[src/include/vending_config.svh]
`ifndef VENDING_CONFIG_SVH
`define VENDING_CONFIG_SVH

// machine size and credit limit
`define VEND_ITEMS      9
`define VEND_MAX_CREDIT 500

// coin values in cents
`define VEND_COIN_NICKEL  5
`define VEND_COIN_DIME    10
`define VEND_COIN_QUARTER 25
`define VEND_COIN_FIFTY   50
`define VEND_COIN_DOLLAR  100
`define VEND_COIN_FIVE    500

// item prices in cents where a price of zero marks the item as sold out
`define VEND_PRICE_A1 100
`define VEND_PRICE_A2 0
`define VEND_PRICE_A3 125
`define VEND_PRICE_B1 175
`define VEND_PRICE_B2 225
`define VEND_PRICE_B3 250
`define VEND_PRICE_C1 100
`define VEND_PRICE_C2 325
`define VEND_PRICE_C3 375

`define VEND_SCAN_BITS 17 // roughly 1 kHz digit rate from a 100 MHz clock

`endif

[src/logic/vending_pkg.sv]
`default_nettype none

`include "vending_config.svh"

package vending_pkg;

    typedef logic [8:0] amount_t; // cents, covers the 500 cent limit
    typedef logic [3:0] itemIdx_t; // 0 is A1, 8 is C3
    typedef logic [`VEND_ITEMS-1:0] itemMask_t;

    typedef enum logic [2:0] {
        coinNickel,
        coinDime,
        coinQuarter,
        coinFifty,
        coinDollar,
        coinFive
    } coin_e;

    // stShow holds a change or refund figure on the display with no credit left
    typedef enum logic [1:0] {
        stIdle,
        stCredit,
        stShow
    } vendState_e;

endpackage

`default_nettype wire

[src/logic/priceTable.sv]
`default_nettype none

`include "vending_config.svh"

module priceTable (
    input  vending_pkg::amount_t    credit,
    input  vending_pkg::itemIdx_t   selItem,
    output vending_pkg::amount_t    selPrice,
    output logic                    selAffordable,
    output vending_pkg::itemMask_t  ready,
    output vending_pkg::itemMask_t  soldOut
);

    localparam vending_pkg::amount_t PriceList [`VEND_ITEMS] = '{
        `VEND_PRICE_A1, `VEND_PRICE_A2, `VEND_PRICE_A3,
        `VEND_PRICE_B1, `VEND_PRICE_B2, `VEND_PRICE_B3,
        `VEND_PRICE_C1, `VEND_PRICE_C2, `VEND_PRICE_C3
    };

    for (genvar i = 0; i < `VEND_ITEMS; i++) begin : gItem
        assign soldOut[i] = (PriceList[i] == '0);
        assign ready[i]   = (credit >= PriceList[i]) && (PriceList[i] != '0);
    end

    // an index past C3 looks like a sold-out item
    always_comb begin
        if (selItem < `VEND_ITEMS) begin
            selPrice      = PriceList[selItem];
            selAffordable = ready[selItem];
        end else begin
            selPrice      = '0;
            selAffordable = 1'b0;
        end
    end

endmodule

`default_nettype wire

[src/logic/scanTimer.sv]
`default_nettype none

`include "vending_config.svh"

module scanTimer #(
    parameter int ScanBits = `VEND_SCAN_BITS
) (
    input  logic       clk,
    input  logic       rst,
    output logic [1:0] digitSel
);

    logic [ScanBits+1:0] scanCount; // low bits set the dwell time on each digit

    always_ff @(posedge clk) begin
        if (rst) begin
            scanCount <= '0;
        end else begin
            scanCount <= scanCount + 1'b1;
        end
    end

    assign digitSel = scanCount[ScanBits+1:ScanBits]; // steps 0, 1, 2, 3 and wraps

endmodule

`default_nettype wire

[src/logic/segmentDisplay.sv]
`default_nettype none

module segmentDisplay (
    input  vending_pkg::amount_t dispAmount,
    input  logic                 dispNegative,
    input  logic                 dispOn,
    input  logic [1:0]           digitSel,
    output logic [3:0]           anodes,
    output logic [7:0]           segments
);

    logic [3:0] dollars, tens, units;
    logic [6:0] centsPart;
    logic [7:0] litSegs; // active high with dp in bit 7 and g..a below it

    // returns gfedcba with a lit segment as 1
    function automatic logic [6:0] encodeDigit(input logic [3:0] digit);
        case (digit)
            4'd0:    return 7'b0111111;
            4'd1:    return 7'b0000110;
            4'd2:    return 7'b1011011;
            4'd3:    return 7'b1001111;
            4'd4:    return 7'b1100110;
            4'd5:    return 7'b1101101;
            4'd6:    return 7'b1111101;
            4'd7:    return 7'b0000111;
            4'd8:    return 7'b1111111;
            4'd9:    return 7'b1101111;
            default: return 7'b0000000;
        endcase
    endfunction

    // at most 511 cents, so the dollar digit never exceeds 5
    assign dollars   = 4'(dispAmount / 9'd100);
    assign centsPart = 7'(dispAmount % 9'd100);
    assign tens      = 4'(centsPart / 7'd10);
    assign units     = 4'(centsPart % 7'd10);

    always_comb begin
        litSegs = '0;
        case (digitSel)
            2'd0: litSegs[6:0] = encodeDigit(units);
            2'd1: litSegs[6:0] = encodeDigit(tens);
            2'd2: begin
                litSegs[6:0] = encodeDigit(dollars);
                litSegs[7]   = 1'b1; // point after the dollars
            end
            default: litSegs[6] = dispNegative; // minus sign is segment g alone
        endcase
        if (!dispOn) begin
            litSegs = '0;
        end
    end

    assign anodes   = ~(4'b0001 << digitSel); // digit 3 is leftmost
    assign segments = ~litSegs;

endmodule

`default_nettype wire

[src/logic/vendController.sv]
`default_nettype none

`include "vending_config.svh"

module vendController (
    input  logic                    clk,
    input  logic                    rst,
    input  logic                    coinStrobe,
    input  vending_pkg::coin_e      coinKind,
    input  logic                    selectStrobe,
    input  vending_pkg::itemIdx_t   selItem,
    input  logic                    cancelStrobe,
    input  vending_pkg::amount_t    selPrice,
    input  logic                    selAffordable,
    output vending_pkg::amount_t    credit,
    output vending_pkg::amount_t    dispAmount,
    output logic                    dispNegative,
    output logic                    dispOn,
    output vending_pkg::itemMask_t  dispensed
);

    vending_pkg::vendState_e state, stateNext;
    vending_pkg::amount_t    creditNext, dispAmountNext, coinValue;
    vending_pkg::itemMask_t  dispensedNext;
    logic                    dispNegativeNext, dispOnNext;
    logic                    coinValid, coinFits;
    logic [9:0]              coinSum; // one bit wider so a large coin cannot wrap

    always_comb begin
        coinValid = 1'b1;
        case (coinKind)
            vending_pkg::coinNickel:  coinValue = vending_pkg::amount_t'(`VEND_COIN_NICKEL);
            vending_pkg::coinDime:    coinValue = vending_pkg::amount_t'(`VEND_COIN_DIME);
            vending_pkg::coinQuarter: coinValue = vending_pkg::amount_t'(`VEND_COIN_QUARTER);
            vending_pkg::coinFifty:   coinValue = vending_pkg::amount_t'(`VEND_COIN_FIFTY);
            vending_pkg::coinDollar:  coinValue = vending_pkg::amount_t'(`VEND_COIN_DOLLAR);
            vending_pkg::coinFive:    coinValue = vending_pkg::amount_t'(`VEND_COIN_FIVE);
            default: begin
                coinValue = '0; // unused opcodes are treated as a rejected coin
                coinValid = 1'b0;
            end
        endcase
    end

    assign coinSum  = {1'b0, credit} + {1'b0, coinValue};
    assign coinFits = coinValid && (coinSum <= 10'(`VEND_MAX_CREDIT));

    // cancel beats select, select beats coin
    always_comb begin
        stateNext        = state;
        creditNext       = credit;
        dispensedNext    = dispensed;
        dispOnNext       = dispOn;
        dispAmountNext   = dispAmount;
        dispNegativeNext = dispNegative;
        if (cancelStrobe) begin
            dispAmountNext   = credit; // the refund is whatever was inserted
            dispNegativeNext = 1'b0;
            dispOnNext       = 1'b1;
            creditNext       = '0;
            dispensedNext    = '0;
            stateNext        = vending_pkg::stShow;
        end else if (selectStrobe) begin
            dispOnNext = 1'b1;
            case (state)
                vending_pkg::stCredit: begin
                    if (selAffordable) begin
                        dispAmountNext   = credit - selPrice; // change
                        dispNegativeNext = 1'b0;
                        creditNext       = '0;
                        dispensedNext    = vending_pkg::itemMask_t'(1) << selItem;
                        stateNext        = vending_pkg::stShow;
                    end else begin
                        // sold-out items price at zero so the shortfall clamps to zero
                        dispAmountNext   = (selPrice > credit) ? selPrice - credit : '0;
                        dispNegativeNext = 1'b1;
                    end
                end
                default: begin
                    dispAmountNext   = selPrice; // no credit, so this is a price query
                    dispNegativeNext = 1'b0;
                    stateNext        = vending_pkg::stIdle;
                end
            endcase
        end else if (coinStrobe && coinFits) begin
            creditNext       = coinSum[8:0];
            dispAmountNext   = coinSum[8:0];
            dispNegativeNext = 1'b0;
            dispOnNext       = 1'b1;
            dispensedNext    = '0; // a new purchase starts, drop the last dispensed LED
            stateNext        = vending_pkg::stCredit;
        end
    end

    always_ff @(posedge clk) begin
        if (rst) begin
            state     <= vending_pkg::stIdle;
            credit    <= '0;
            dispensed <= '0;
            dispOn    <= 1'b0;
        end else begin
            state     <= stateNext;
            credit    <= creditNext;
            dispensed <= dispensedNext;
            dispOn    <= dispOnNext;
        end
    end

    always_ff @(posedge clk) begin
        dispAmount   <= dispAmountNext;
        dispNegative <= dispNegativeNext;
    end

endmodule

`default_nettype wire

[src/logic/vendingMachine.sv]
`default_nettype none

`include "vending_config.svh"

module vendingMachine #(
    parameter int ScanBits = `VEND_SCAN_BITS
) (
    input  logic                    clk,
    input  logic                    rst,
    input  logic                    coinStrobe,
    input  vending_pkg::coin_e      coinKind,
    input  logic                    selectStrobe,
    input  vending_pkg::itemIdx_t   selItem,
    input  logic                    cancelStrobe,
    output vending_pkg::itemMask_t  ready,
    output vending_pkg::itemMask_t  soldOut,
    output vending_pkg::itemMask_t  dispensed,
    output logic [3:0]              anodes,
    output logic [7:0]              segments
);

    vending_pkg::amount_t credit, selPrice, dispAmount;
    logic                 selAffordable, dispNegative, dispOn;
    logic [1:0]           digitSel;

    vendController vendController_inst (
        .clk           (clk),
        .rst           (rst),
        .coinStrobe    (coinStrobe),
        .coinKind      (coinKind),
        .selectStrobe  (selectStrobe),
        .selItem       (selItem),
        .cancelStrobe  (cancelStrobe),
        .selPrice      (selPrice),
        .selAffordable (selAffordable),
        .credit        (credit),
        .dispAmount    (dispAmount),
        .dispNegative  (dispNegative),
        .dispOn        (dispOn),
        .dispensed     (dispensed)
    );

    // price lookup works straight from the registered credit
    priceTable priceTable_inst (
        .credit        (credit),
        .selItem       (selItem),
        .selPrice      (selPrice),
        .selAffordable (selAffordable),
        .ready         (ready),
        .soldOut       (soldOut)
    );

    scanTimer #(
        .ScanBits (ScanBits)
    ) scanTimer_inst (
        .clk      (clk),
        .rst      (rst),
        .digitSel (digitSel)
    );

    segmentDisplay segmentDisplay_inst (
        .dispAmount   (dispAmount),
        .dispNegative (dispNegative),
        .dispOn       (dispOn),
        .digitSel     (digitSel),
        .anodes       (anodes),
        .segments     (segments)
    );

endmodule

`default_nettype wire

[config.mk]
export PLATFORM = sky130hd
export DESIGN_NAME = vendingMachine
export DESIGN_NICKNAME = d
export VERILOG_FILES = /design/src/logic/vending_pkg.sv /design/src/logic/priceTable.sv /design/src/logic/scanTimer.sv /design/src/logic/segmentDisplay.sv /design/src/logic/vendController.sv /design/src/logic/vendingMachine.sv
export VERILOG_INCLUDE_DIRS = /design/src /design/src/include
export SDC_FILE = /design/constraint.sdc
export NUM_CORES = 1
export LEC_CHECK = 0
export BUFFER_PORTS_ARGS = -buffer_cell sky130_fd_sc_hd__buf_2
export CORE_MARGIN = 1
export CORE_UTILIZATION = 50
export DETAILED_ROUTE_END_ITERATION = 10
export MAX_ROUTING_LAYER = met4
export PLACE_DENSITY = 0.69
export SYNTH_ARGS = -nofsm -noshare
export SYNTH_HDL_FRONTEND = slang
export SYNTH_SLANG_ARGS = --single-unit
[constraint.sdc]
create_clock -name clk -period 12.4 [get_ports clk]
set_input_delay 1.86 -clock clk [delete_from_list [all_inputs] [get_ports clk]]
set_output_delay 1.86 -clock clk [all_outputs]
set_load 0.02 [all_outputs]
==> results.md <==
- Rel. slew slack: 0.3297
- Reg clk slew, reported paths: roughly 90 ps
- GRT Util Overall: 0.2645
- Final Worst Setup Slack: 4792 ps
- Hold Buf Count CTS: 0
- Crit end category: output port
- Crit-path cells: nor2_1 -> o211ai_1 -> and3_1 -> nand2_2 -> a21boi_1 -> nor2_1 -> mux2_2 -> a211oi_2 -> ha_1 -> o21ai_0 -> a31oi_1 -> o31a_1 -> and3_1 -> xnor2_1 -> inv_1 -> ha_1 -> o21ai_1 -> o311ai_0 -> a22oi_2 -> buf_2
- Max H-tree Level: 2
- Post-DP HPWL: ~11 mm
- Fin util: 0.5382
- Layout Nets: between 800 and 900
- Final ANT Viol Nets: 0
- WS Path Type: reg2out
- Pleak: roughly 0.0024 uW
- Core area: about 11000 um2
- Post-synth EDFFs: 9
- Final Skew: 11.23 ps
- Final hold violations: 0
- Ys Warns: 0
- Pre-antenna DRT Iters: 6
- Sequential share of the synthesized area: 0.1953
- Startpoint Class: register
- Initial antenna violation count: 0
- Worst path slowest cell: a21boi_1
- Non-Filler Instances: a little under 900
- Pre-CTS setup slack: between 5000 and 6000 ps
- Power Total: between 600 and 700 uW
- Clk sinks: 50
- Gpl congestion: 0.9943
- Hold crit path type: reg2reg
- M2 GR Usage: 0.4501
- Flops & latches, synth: 50
- Initial drt markers: approximately 520
- CTS Buffer Depth: 2
- Via density: between 6 and 7
- Post-synthesis instance total: between 700 and 800
- Placed insts: 885
- Avg Synthesized Cell Area: 7.511 um2
- Final Max Tran Viols: 0
- Ys flop type: dfxtp_1
- Minimum clock period: 7608 ps
- Met1 usage: 0.3296
- # setup viols final: 0
- Number of diodes: 0
- Max Cap Violations: 0
- Largest net degree at the start of global routing: 24
- Layout cells sized above 1: 0.1155
- Vias in the first global route: 5077
- IO Pins: just over 50
- Die height: roughly 110 um
- Drt total wl: ~15 mm
- TritonCTS buffer count: 5
- Grt met3 use: 0.02179
- Maximum fanout along the worst path: 16
- Setup bufs post-CTS: 0
- DRC violations left: 0
- Worst-Skew Late Latency: slightly above 300 ps
- Most common cell after layout, fill and taps aside: nand2_1
- Most frequent cells in the layout: nand2_1 (72), a21oi_1 (68), nor2_1 (64), inv_1 (48), ha_1 (48)
- FMAX: about 130 MHz
- Routed vias: ~5500
- Worst path max stage delay: around 740 ps
- Die X: 107.7 um
- Gr ovfl total: 0
- CTS tree: built
- Synth cell types: slightly above 90
- I/O Buffers: 40
- Busiest grt layer: met2
- Final TNS setup: 0 ps
- Power Density: around 120 nW/um2
- Num rows: 38
- Worst VDD drop: 0.00008089 V
- Die footprint: 11600 um2
- Final period utilization: 0.6135
- Clock Tree Root: clkbuf_8
- First-pass GRT wire length: around 24 mm
- RSZ-0062 raised after global routing: false
- Area Overhead vs Synth: 4.411%
- Synth Cell Area: 5588 um2
- Status: completed
- Worst EP required: 10540 ps
- Worst Tran Pin Value: between 1000 and 1500 ps
- Post-cts sizing count: 0
- Initial cell density of the core: 0.5155
- Critical path arrival: 5750 ps
- Wire per inst: between 15 and 20 um
- Async SR Flop Fraction: 0
-- per-layer routing --
layer | routed length (um) | vias up
met4 | 350 | 0
li1 | - | 2687
met5 | 0 | -
met1 | 6569 | 2603
met2 | 7179 | 194
met3 | 685 | 29
-- critical path: cells and delay by family (launching register included) --
| family | cells | cell delay [ps] |
|---|---|---|
| compound gates | 9 | 2300 |
| xor+xnor | 1 | 210 |
| fa+ha+maj | 2 | 480 |
| buf+inv | 2 | 320 |
| flops | 1 | 700 |
| mux | 1 | 320 |
| simple gates | 5 | 1140 |
-- registers in the layout (all words and copies together), names as in the netlist --
register	count
scanTimer_inst.scanCount	19
vendController_inst.dispOn	1
vendController_inst.dispNegative	1
vendController_inst.dispensed	9
vendController_inst.credit	9
vendController_inst.state	2
vendController_inst.dispAmount	9
-- cells in the mapped netlist, drive strengths merged, types with 7 or more instances --
master / instances / share of area
xnor2: 10 / 0.016
o211ai: 13 / 0.018
nand2b: 13 / 0.015
edfxtp: 9 / 0.048
a22oi: 8 / 0.012
a211oi: 12 / 0.022
nor2: 65 / 0.044
nand2: 73 / 0.049
dfxtp: 41 / 0.15
nand3: 30 / 0.027
nand4: 11 / 0.012
nor2b: 13 / 0.015
mux2i: 10 / 0.018
clkbuf: 19 / 0.013
and3: 7 / 0.0078
xor2: 15 / 0.024
nor3: 17 / 0.021
o21bai: 7 / 0.0094
ha: 48 / 0.11
or3: 7 / 0.0087
and2: 9 / 0.010
a31oi: 12 / 0.013
a21o: 15 / 0.020
buf: 30 / 0.036
inv: 49 / 0.033
o21ai: 40 / 0.036
a21oi: 69 / 0.062
-- through the flow --
stage | hold WS, ps | area (um2)
floorplan | 413.2 | 5618
global placement | 423.0 | 5737
detailed placement | 439.8 | 5737
CTS | 453.7 | 5834
global route | 482.6 | 5834
finish | 453.5 | 5834
-- power breakdown --
| part | total (uW) | switching (uW) | internal (uW) |
|---|---|---|---|
| clock | 104 | 57.7 | 46.2 |
| sequential | 182 | 11.1 | 170 |
| combinational | 393 | 248 | 145 |
| total | 678 | 317 | 361 |
-- logic make-up after synthesis --
| kind of cell | Yosys count | share of synthesized area |
|---|---|---|
| flops | 50 | 0.1953 |
| other cells | 2 | 0.001344 |
| compound gates | 239 | 0.2994 |
| buf+inv | 99 | 0.08218 |
| xor+xnor | 25 | 0.03918 |
| mux | 13 | 0.02463 |
| fa+ha+maj | 53 | 0.1220 |
| simple gates | 263 | 0.2360 |
-- layout make-up --
| type | count | area [um2] |
|---|---|---|
| Clock buffer | 6 | 82.58 |
| Tap cell | 140 | 175.2 |
| Inverter | 50 | 187.7 |
| Multi-Input combinational cell | 603 | 4068 |
| Sequential cell | 50 | 1091 |
| Fill cell | 1079 | 5006 |
| Clock inverter | 2 | 15.01 |
| Timing Repair Buffer | 42 | 215.2 |
-- final timing paths --
kind / to / startpoint / slack [ps] / cells past startpoint
hold / removal: scanTimer_inst.scanCount[0] / scanTimer_inst.scanCount[0] / 450 / 1
setup reg to reg: vendController_inst.dispAmount[4] / vendController_inst.credit[1] / 8330 / 14
hold reg to reg: scanTimer_inst.scanCount[0] / scanTimer_inst.scanCount[0] / 450 / 1
setup / recovery: segments[5] / vendController_inst.dispAmount[5] / 4790 / 20
Note: power is estimated with default switching activity, not from simulation.
